<file path="src/source/rv_isa_pkg.sv">
package rv_isa_pkg;

    localparam int xlen = 64;
    localparam int inst_width = 32;
    localparam int opcode_width = 7;
    localparam int reg_idx_width = 5;
    localparam int reg_count = 1 << reg_idx_width;
    localparam int class_width = 15;

    typedef logic [inst_width-1:0] inst_t;
    typedef logic [xlen-1:0] addr_t;
    typedef logic [reg_idx_width-1:0] reg_idx_t;
    typedef logic [opcode_width-1:0] opcode_t;
    typedef logic [2:0] funct3_t;
    typedef logic [class_width-1:0] op_class_t;   // one-hot, zero for unknown

    // bit positions in op_class_t
    localparam int cls_lui    = 0;
    localparam int cls_auipc  = 1;
    localparam int cls_jal    = 2;
    localparam int cls_jalr   = 3;
    localparam int cls_branch = 4;
    localparam int cls_load   = 5;
    localparam int cls_store  = 6;
    localparam int cls_alu_i  = 7;
    localparam int cls_alu_r  = 8;
    localparam int cls_alu_iw = 9;
    localparam int cls_alu_rw = 10;
    localparam int cls_csr    = 11;
    localparam int cls_ebreak = 12;
    localparam int cls_ecall  = 13;
    localparam int cls_mret   = 14;

    localparam opcode_t opc_load     = 7'b000_0011;
    localparam opcode_t opc_store    = 7'b010_0011;
    localparam opcode_t opc_branch   = 7'b110_0011;
    localparam opcode_t opc_jal      = 7'b110_1111;
    localparam opcode_t opc_jalr     = 7'b110_0111;
    localparam opcode_t opc_lui      = 7'b011_0111;
    localparam opcode_t opc_auipc    = 7'b001_0111;
    localparam opcode_t opc_op_imm   = 7'b001_0011;
    localparam opcode_t opc_op       = 7'b011_0011;
    localparam opcode_t opc_op_imm32 = 7'b001_1011;
    localparam opcode_t opc_op32     = 7'b011_1011;
    localparam opcode_t opc_system   = 7'b111_0011;

    function automatic opcode_t get_opcode(input inst_t inst);
        return inst[6:0];
    endfunction

    function automatic reg_idx_t get_rd(input inst_t inst);
        return inst[11:7];
    endfunction

    function automatic reg_idx_t get_rs1(input inst_t inst);
        return inst[19:15];
    endfunction

    function automatic reg_idx_t get_rs2(input inst_t inst);
        return inst[24:20];
    endfunction

    function automatic funct3_t get_funct3(input inst_t inst);
        return inst[14:12];
    endfunction

endpackage
</file>
<file path="src/source/issue_register.sv">
module issue_register
    import rv_isa_pkg::*;
(
    input  logic  clk,
    input  logic  reset,
    input  logic  flush,
    input  logic  in_valid,   // accepted this cycle
    input  addr_t in_pc,
    input  inst_t in_inst,
    input  logic  queue_empty,
    input  addr_t queue_pc,
    input  inst_t queue_inst,
    input  logic  advance,
    output logic  queue_write,
    output logic  queue_read,
    output logic  held_valid,
    output addr_t held_pc,
    output inst_t held_inst
);

    logic bypass;

    // nothing queued ahead and the slot moves, so skip the queue
    assign bypass = queue_empty && advance;
    assign queue_write = in_valid && !bypass;
    assign queue_read = advance && !queue_empty;

    always_ff @(posedge clk) begin
        if (reset || flush) begin
            held_valid <= 1'b0;
        end else if (advance) begin
            held_valid <= !queue_empty || in_valid;   // bubble if nothing to take
        end
    end

    always_ff @(posedge clk) begin
        if (advance) begin
            if (!queue_empty) begin
                held_pc <= queue_pc;   // oldest first
                held_inst <= queue_inst;
            end else if (in_valid) begin
                held_pc <= in_pc;
                held_inst <= in_inst;
            end
        end
    end

endmodule

</file>
<file path="config.mk">
export PLATFORM = sky130hd
export DESIGN_NAME = issue_register
export DESIGN_NICKNAME = d
export VERILOG_FILES = /design/src/source/rv_isa_pkg.sv /design/src/source/issue_register.sv
export SDC_FILE = /design/constraint.sdc
export NUM_CORES = 1
export LEC_CHECK = 0
export ABC_AREA = 0
export BUFFER_PORTS_ARGS = -buffer_cell sky130_fd_sc_hd__buf_2
export CORE_AREA = 2 2 116 118
export CTS_CLUSTER_DIAMETER = 80
export DETAILED_ROUTE_END_ITERATION = 6
export DIE_AREA = 0 0 118 120
export GPL_TIMING_DRIVEN = 0
export PLACE_DENSITY = 0.78
export SETUP_SLACK_MARGIN = 0.3
export SYNTH_ARGS = -nofsm -noshare
export SYNTH_HDL_FRONTEND = slang
export SYNTH_SLANG_ARGS = --single-unit
export TNS_END_PERCENT = 5
</file>
<file path="constraint.sdc">
create_clock -name clk -period 10.8 [get_ports clk]
set_input_delay 3.24 -clock clk [delete_from_list [all_inputs] [get_ports clk]]
set_output_delay 3.24 -clock clk [all_outputs]
set_load 0.03 [all_outputs]
</file>
==> impl_metrics.json, run 1 <==
{
  "status": "finished clean",
  "placed_cell_area_sq_um": 5920,
  "final_util_pct": 47.8,
  "totalWireLength_microns": 11000,
  "finalSetupViolCount": 0,
  "fp.dieW_microns": 118,
  "synth_top_cell_by_area": "edfxtp_1",
  "grt_max_degree": 32,
  "crit_fanout": 10,
  "grt_pass1_vias": 3198,
  "tns_ns": 0,
  "syn-num-nets": 409,
  "design.die.area_sq_um": 14200,
  "period_needed_ns": 7.23,
  "die_y_microns": 120,
  "synth_area_leaders": "edfxtp_1 (70%), mux2_2 (26%), buf_6 (1.6%)",
  "cp-end-kind": "primary output",
  "crit_buf_inv": 3,
  "cts_tree": "done",
  "holdPathEnd": "held_valid",
  "postSynth.asyncResetShare_pct": 0,
  "p_clk_share_pct": 31.9,
  "port_buffers": 295,
  "synth_edf_count": 96,
  "syn_to_final_growth_pct": 49.8,
  "clk_root_buffer_cell": "clkbuf_16",
  "layout-drive-gt1-share_pct": 80.2,
  "total_power_uw": 980,
  "synthDistinctLibCells": 13,
  "viasPerCell": 4.34,
  "cts_setup_buffers": 0,
  "crit_chain": "buf_6, buf_4, a21oi_1, buf_2",
  "period_share_pct": 66.9,
  "rsz0062_at_grt": "false",
  "slew_violations": 0,
  "yosysSeqAreaShare_pct": 70.0,
  "hold_path_startpoint": "held_valid",
  "via_count": 3048,
  "rrSetupSlack_ns": 10.22,
  "cpPeakStageDelay_ns": 0.21,
  "crit_type": "in -> out",
  "r2r_cells": 2,
  "globalplace.congestion": 0.784,
  "critPathSlowestCell": "buf_4",
  "clock-sinks": 97,
  "arrival_ns": 3.99,
  "antenna_found_initial": 1,
  "ctsResizeCount": 0,
  "hold_viol_final": 0,
  "required_ns": 7.56,
  "grt-ovfl-total": 0,
  "p_int_uw": 715,
  "ant_nets": 0,
  "top_level_ports": 297,
  "ys_warn_count": 0,
  "clkLatencyLatePin_ns": 0.34,
  "post_drt_wl_per_cell_microns": 15.6,
  "syn_area_per_cell_sq_um": 19.6,
  "maxCapViolCount": 0,
  "ctsHoldBuffers": 0,
  "worst_ir_drop_vdd_uv": 67.1,
  "hold_ws_ns": 0.524,
  "synth_ff_type": "edfxtp_1",
  "drc": 0,
  "ys_ff_latch": 97,
  "skew_ns": 0,
  "final_area_sq_um": 6210,
  "syn-cell-area_sq_um": 4140,
  "netlist_instances": 211,
  "start_util_pct": 31.9,
  "worst_pin_slew_ns": 0.735,
  "synth_common_cells": "edfxtp_1 (96), mux2_2 (96), buf_6 (6)",
  "power_frac_comb_pct": 20.6,
  "grt_usage_pct": 15.2,
  "h-tree-depth": 3,
  "r2r_start": "held_valid",
  "rows": 42,
  "p_leak_uw": 0.00273,
  "power_density_nw_per_um2": 158,
  "cts_buffers": 9,
  "max_freq_ghz": 0.138,
  "timing.critical_path.from_type": "primary input",
  "p_sw_uw": 265,
  "nNetsFinal": 718,
  "hold_depth": 2,
  "cts.path.max_buffers": 2,
  "synth_top_area_share_pct": 69.6,
  "drt_iter0_markers": 140,
  "core_area_sq_um": 13000,
  "firstDrtPassIters": 4,
  "regToRegEndpoint": "held_valid",
  "swShare_pct": 27.0,
  "pwr-share-seq_pct": 47.5,
  "max_slew_margin_pct": 50.9,
  "path_clk_slew_ns": 0.06,
  "grt_pass1_wl_microns": 16300,
  "dp_hpwl_microns": 8580,
  "path_delay_family": "buffers and inverters",
  "worstHoldPathType": "reg -> reg"
}
## worst register-to-register path: stages (launching register included)
cell	delay, ns
dfxtp_1	0.32
nor2_1	0.12
nor4_2	0.04
## stage by stage
stage / instances / setup WS [ns]
2_1_floorplan: 211 / 2.30
3_3_place_gp: 682 / 0.636
3_5_place_dp: 685 / 3.57
4_1_cts: 701 / 3.57
5_1_grt: 702 / 3.53
6_report: 702 / 3.57
## area by class of cell
class,instances,area [sq um]
fillers,1158,6770
flip-flops and latches,97,2900
repair buffers,298,1540
multi-input cells,102,1140
clock buffers,10,229
well taps,176,220
plain buffers,11,113
clock inverters,6,58.8
inverters,1,3.75
diodes,1,2.50
## worst max path at each step
stage                            from            to  slack (ns)  depth (start not counted)
after floorplan           queue_empty  held_inst[0]        2.30                          3
after global placement    queue_empty   held_pc[58]        0.64                          3
after detailed placement  queue_empty   queue_write        3.57                          4
after CTS                 queue_empty   queue_write        3.57                          4
after global routing      queue_empty   queue_write        3.53                          4
final                     queue_empty   queue_write        3.57                          4
## layout by cell type, fill, tap and decap left out
cell,Yosys,final
buf_2,0,295
mux2_2,96,96
edfxtp_1,96,96
clkbuf_16,0,9
buf_6,6,6
buf_4,4,4
clkinv_2,0,2
clkinvlp_4,0,2
buf_12,0,2
diode_2,0,1
buf_8,1,1
inv_1,1,1
a21oi_1,1,1
nor2b_1,1,1
a21boi_4,0,1
and3b_1,1,1
nor2_1,1,1
nor4_2,1,1
clkbuf_1,0,1
bufinv_16,0,1
clkinv_1,0,1
dfxtp_1,1,1
buf_16,0,1
## power by group through the flow
| stage | clock (uW) | combinational (uW) | sequential [uW] |
|---|---|---|---|
| 3_5_place_dp | 0 | 204 | 473 |
| 2_1_floorplan | 0 | 46.5 | 551 |
| 3_3_place_gp | 0 | 195 | 476 |
| 6_report | 313 | 202 | 465 |
| 4_1_cts | 322 | 204 | 465 |
| 5_1_grt | 336 | 214 | 468 |
## metal layers
metal	GRT usage (%)	vias up	share of wire [%]
li1	-	1448	-
met1	16.6	1423	38
met2	27.2	162	53
met3	4.42	15	7.4
met4	7.30	0	2.0
met5	0	-	0
## kinds of logic (layout without fill, tap and decap cells)
logic type | Yosys count | count (layout) | synth area share, %
other cells | 0 | 1 | 0
flops | 97 | 97 | 70.0
mux | 96 | 96 | 26.1
compound gates | 2 | 2 | 0.302
buf+inv | 12 | 326 | 2.81
simple gates | 4 | 4 | 0.755
## registers in the layout (all words and copies together) (netlist names)
signal      flops
held_pc        64
held_valid      1
held_inst      32
(Power assumes the default switching activity.)
==> run 2, diff against run 1 <==
Settings changed: ABC_AREA 0 to 1, PLACE_DENSITY 0.78 to 0.8.
Clock period 10.8 ns to 6.64 ns, I/O delays scaled along.
==> run 2 against run 1 <==
Cell count is 29% higher. Register-to-register slack worse by 4.2 ns. Sequential power is 62% higher. First-iteration DRC count is 19% higher. Clock power is 61% higher. Routed wire length is 10% higher. Synthesized cell count is 97% higher. Global-route usage is 1.7 points higher. Utilization is 0.76 points higher. Cell area is 1.6% higher. Sequential share of layout area is 0.73 points lower. Highest routed layer unchanged.
==> impl_metrics.json, run 2 <==
{
  "pre_cts_slack_ns": 1.93,
  "status": "finished clean",
  "yosysSeqAreaShare_pct": 67.6,
  "crit_fanout": 10,
  "ctsResizeCount": 0,
  "nNetsFinal": 921,
  "cpPeakStageDelay_ns": 0.22,
  "path_clk_slew_ns": 0.06,
  "rsz0062_at_grt": "false",
  "skew_ns": 0,
  "fin_cells": 904,
  "ys_ff_latch": 97,
  "post_drt_wl_per_cell_microns": 13.4,
  "maxCapViolCount": 0,
  "synth_edf_count": 96,
  "synthDistinctLibCells": 12,
  "largestRegisters": "held_pc (64), held_inst (32), held_valid (1)",
  "top_level_ports": 297,
  "port_buffers": 295,
  "synth_ff_type": "edfxtp_1",
  "antenna_found_initial": 0,
  "worst_ir_drop_vdd_uv": 118,
  "register_area_sq_um": 2900,
  "finalSetupViolCount": 0,
  "power_density_nw_per_um2": 251,
  "postSynth.asyncResetShare_pct": 0,
  "grt_usage_pct": 17.0,
  "grt-ovfl-total": 0,
  "core_area_sq_um": 13000,
  "firstDrtPassIters": 4,
  "syn-cell-area_sq_um": 4300,
  "fillers": 1207,
  "timing.critical_path.from_type": "primary input",
  "design.die.area_sq_um": 14200,
  "cts_buffers": 9,
  "arrival_ns": 2.72,
  "dp_hpwl_microns": 9630,
  "drt_iter0_markers": 167,
  "max_slew_margin_pct": 60.3,
  "layout_common_cells": "buf_2 (300), nand2_1 (99), inv_1 (98), o21ai_0 (96), edfxtp_1 (96)",
  "tns_ns": 0,
  "syn_area_per_cell_sq_um": 10.3,
  "critPathSlowestCell": "buf_2",
  "r2r_start": "held_valid",
  "hold_viol_final": 0,
  "hold_ws_ns": 0.463,
  "cts_setup_buffers": 0,
  "slew_violations": 0,
  "ctsHoldBuffers": 0,
  "synth_top_area_share_pct": 67.1,
  "required_ns": 4.65,
  "placed_cell_area_sq_um": 6020,
  "totalWireLength_microns": 12100,
  "clkLatencyLatePin_ns": 0.34,
  "final_common_cell": "buf_2",
  "crit_start": "queue_empty",
  "clk_root_buffer_cell": "clkbuf_16",
  "dp.cells": 888,
  "crit_type": "in -> out",
  "regMostFlops": "held_pc",
  "grt_max_degree": 54,
  "cts_tree": "done",
  "period_share_pct": 70.9,
  "h-tree-depth": 3,
  "period_needed_ns": 4.71,
  "viasPerCell": 4.29,
  "clock-sinks": 97,
  "crit_chain": "buf_4, buf_6, a21oi_1, buf_2",
  "max_freq_ghz": 0.212,
  "grt_pass1_wl_microns": 18400,
  "start_util_pct": 33.1,
  "final_area_sq_um": 6310,
  "ys_warn_count": 0,
  "syn_to_final_growth_pct": 46.9,
  "worstHoldPathType": "reg -> reg",
  "antennaDiodeCount": 0,
  "p_leak_uw": 0.00319,
  "synth_area_leaders": "edfxtp_1 (67%), o21ai_0 (11%), inv_1 (8.7%)",
  "drc": 0,
  "die_y_microns": 120,
  "synth_top_cell_by_area": "edfxtp_1",
  "multi_input_area_sq_um": 872,
  "worst_pin_slew_ns": 0.596,
  "grt_pass1_vias": 3679,
  "syn-num-nets": 614,
  "finalWorstSetupSlack_ns": 1.93,
  "fp.dieW_microns": 118,
  "via_count": 3877,
  "cp-end-kind": "primary output",
  "synth_common_cells": "inv_1 (99), nand2_1 (99), edfxtp_1 (96), o21ai_0 (96), buf_4 (7)",
  "hold_path_startpoint": "held_valid",
  "rows": 42,
  "cts.path.max_buffers": 2,
  "globalplace.congestion": 0.793,
  "largest_reg_flops": 64,
  "netlist_instances": 416,
  "layout-drive-gt1-share_pct": 44.9,
  "ant_nets": 0
}
-- run 2: critical path: cells and delay by family --
family	cells	cell delay, ns
AOI/OAI and AO/OA	1	0.15
buffers and inverters	3	0.57
-- run 2: cell families after synthesis --
kind of cell | count (synthesis) | share of synthesized area, %
compound gates | 98 | 11.4
simple gates | 101 | 8.88
flops | 97 | 67.6
buf+inv | 120 | 12.1
-- run 2: area by class of cell --
type | instances | share of cell area (%)
Sequential cell | 97 | 46.0
Buffer | 21 | 2.36
Clock buffer | 9 | 3.57
Timing Repair Buffer | 296 | 23.8
Multi-Input combinational cell | 199 | 13.8
Clock inverter | 7 | 0.972
Tap cell | 176 | 3.49
Inverter | 99 | 5.93
-- run 2: path summary, 6_finish.rpt --
| check | end | slack, ns | cells past startpoint |
|---|---|---|---|
| worst min register to register | held_valid | 0.46 | 2 |
| worst min-delay path | held_valid | 0.46 | 2 |
| worst max-delay path | queue_write | 1.93 | 4 |
| worst max register to register | held_valid | 6.07 | 2 |
-- run 2: power breakdown --
part	internal (uW)	total [uW]	switching [uW]
Clock	287	505	218
Combinational	107	324	217
Sequential	742	755	12.6
-- run 2: metrics by stage --
stage          utilization [%]  power (uW)
5_1_grt                   48.6        1650
3_5_place_dp              46.4        1100
6_report                  48.6        1580
2_1_floorplan                -         959
4_1_cts                   48.6        1600
3_3_place_gp              46.2        1090
-- run 2: metal layers --
| metal | GRT usage (%) | vias to the layer above | part of all wire (%) |
|---|---|---|---|
| met3 | 4.75 | 15 | 8.2 |
| li1 | - | 1945 | - |
| met4 | 6.70 | 0 | 1.8 |
| met1 | 18.9 | 1711 | 39 |
| met2 | 30.7 | 206 | 51 |
| met5 | 0 | - | 0 |
==> run 3, diff against run 2 <==
Settings changed: ABC_AREA 1 to 0, CORE_AREA 2 2 116 118 to 2 2 117 119, DIE_AREA 0 0 118 120 to 0 0 119 121, PLACE_DENSITY 0.8 to 0.75.
Clock period 6.64 ns to 4.85 ns, I/O delays scaled along.
==> run 3 against run 2 <==
Global-route usage decreased by 2.1 points. Sequential share of layout area rose by 0.67 points. First-iteration DRC count decreased by 20%. Die area grew 1.7%. Hold slack better by 0.062 ns. Critical path depth did not move. Non-clock buffer count fell by 8. Clock skew unchanged. Largest cell class unchanged. Clock power is 45% higher. Total power grew 40%. Routed wire length decreased by 9.1%.
==> impl_metrics.json, run 3 (synthesis results as in run 1) <==
{
  "multi_input_area_sq_um": 1140,
  "nNetsFinal": 718,
  "period_share_pct": 74.5,
  "max_slew_margin_pct": 51.3,
  "globalplace.congestion": 0.833,
  "final_util_pct": 47.5,
  "fp.dieW_microns": 119,
  "antenna_found_initial": 0,
  "timing.critical_path.from_type": "primary input",
  "clock-sinks": 97,
  "grt_usage_pct": 14.8,
  "final_common_cell": "buf_2",
  "worst_ir_drop_vdd_uv": 166,
  "start_util_pct": 31.7,
  "drt_iter0_markers": 134,
  "slew_violations": 0,
  "crit_fanout": 10,
  "firstDrtPassIters": 4,
  "p_int_uw": 1640,
  "clkLatencyLatePin_ns": 0.33,
  "maxCapViolCount": 0,
  "dp_hpwl_microns": 8800,
  "totalWireLength_microns": 11000,
  "grt-ovfl-total": 0,
  "pre_cts_slack_ns": 1.23,
  "die_y_microns": 121,
  "regToRegEndpoint": "held_valid",
  "power_frac_comb_pct": 20.3,
  "cts.path.max_buffers": 2,
  "cpPeakStageDelay_ns": 0.21,
  "crit_type": "in -> out",
  "status": "finished clean",
  "skew_ns": 0,
  "cp-end-kind": "primary output",
  "design.die.area_sq_um": 14400,
  "holdPathEnd": "held_valid",
  "p_sw_uw": 576,
  "p_leak_uw": 0.00274,
  "clk_root_buffer_cell": "clkbuf_16",
  "core_area_sq_um": 13100,
  "hold_path_startpoint": "held_valid",
  "hold_depth": 2,
  "finalSetupViolCount": 0,
  "grt_pass1_wl_microns": 16300,
  "rsz0062_at_grt": "false",
  "critPathSlowestCell": "buf_2",
  "hold_viol_final": 0,
  "via_count": 3088,
  "grt_max_degree": 29,
  "tns_ns": 0,
  "antennaDiodeCount": 0,
  "r2r_cells": 2,
  "worstHoldPathType": "reg -> reg",
  "grt_pass1_vias": 3219,
  "regMostFlops": "held_pc",
  "largestRegisters": "held_pc (64), held_inst (32), held_valid (1)",
  "register_area_sq_um": 2900,
  "largest_reg_flops": 64,
  "layout_common_cells": "buf_2 (295), mux2_2 (96), edfxtp_1 (96), clkbuf_16 (9), buf_6 (6)",
  "rows": 42,
  "swShare_pct": 26.0,
  "ant_nets": 0,
  "finalWorstSetupSlack_ns": 1.24,
  "path_clk_slew_ns": 0.06,
  "crit_chain": "buf_6, buf_4, a21oi_1, buf_2",
  "layout-drive-gt1-share_pct": 80.3,
  "period_needed_ns": 3.61,
  "arrival_ns": 2.16,
  "port_buffers": 295,
  "ctsHoldBuffers": 0,
  "drc": 0,
  "r2r_start": "held_valid",
  "cts_setup_buffers": 0,
  "ctsResizeCount": 0,
  "cts_buffers": 9,
  "cts_tree": "done",
  "post_drt_wl_per_cell_microns": 15.7,
  "rrSetupSlack_ns": 4.26,
  "pwr-share-seq_pct": 46.7,
  "power_density_nw_per_um2": 356,
  "top_level_ports": 297,
  "max_freq_ghz": 0.277,
  "fillers": 1156,
  "syn_to_final_growth_pct": 50.1,
  "required_ns": 3.39,
  "viasPerCell": 4.42,
  "worst_pin_slew_ns": 0.729,
  "p_clk_share_pct": 33.0,
  "h-tree-depth": 3
}
run 3: final cells by class:
cell class                      instances  share of cell area, %
Sequential cell                        97                   46.7
Timing Repair Buffer                  298                   24.8
Multi-Input combinational cell        102                   18.3
Clock buffer                           10                   3.68
Tap cell                              176                   3.54
Buffer                                 11                   1.81
Clock inverter                          4                   1.13
Inverter                                1                 0.0604
run 3: worst max path at each step:
stage                      startpoint            to  slack [ns]  depth (start not counted)
final                     queue_empty   queue_write        1.24                          4
after global routing      queue_empty   queue_write        1.20                          4
after CTS                 queue_empty   queue_write        1.22                          4
after detailed placement  queue_empty   queue_write        1.23                          4
after global placement    queue_empty  held_inst[8]        0.30                          3
after floorplan           queue_empty  held_inst[0]        0.99                          3
run 3: metal layers:
metal  GRT usage (%)  up-vias  routed length [microns]
li1                -     1446                        -
met1            17.0     1469                     4120
met2            26.6      160                     5860
met3            3.48       13                      839
met4            6.32        0                      190
met5               0        -                        0
run 3: power by group through the flow:
stage	clock (uW)	sequential [uW]	combinational, uW
2_1_floorplan	0	1220	105
3_3_place_gp	0	1050	438
3_5_place_dp	0	1050	454
4_1_cts	752	1040	456
5_1_grt	782	1040	476
6_report	731	1040	450
run 3: through the flow:
| step | hold WS, ns | power, uW | std cells | cell area, sq um |
|---|---|---|---|---|
| floorplan | 0.635 | 1330 | 211 | 4160 |
| CTS | 0.528 | 2250 | 699 | 6220 |
| finish | 0.525 | 2220 | 699 | 6220 |
| global route | 0.545 | 2300 | 699 | 6220 |
| detailed placement | 0.519 | 1510 | 685 | 5920 |
| global placement | 0.501 | 1490 | 682 | 5850 |
run 3: critical path: cells and delay by family:
family          cells  cell delay [ns]
compound gates      1             0.14
buf+inv             3             0.56
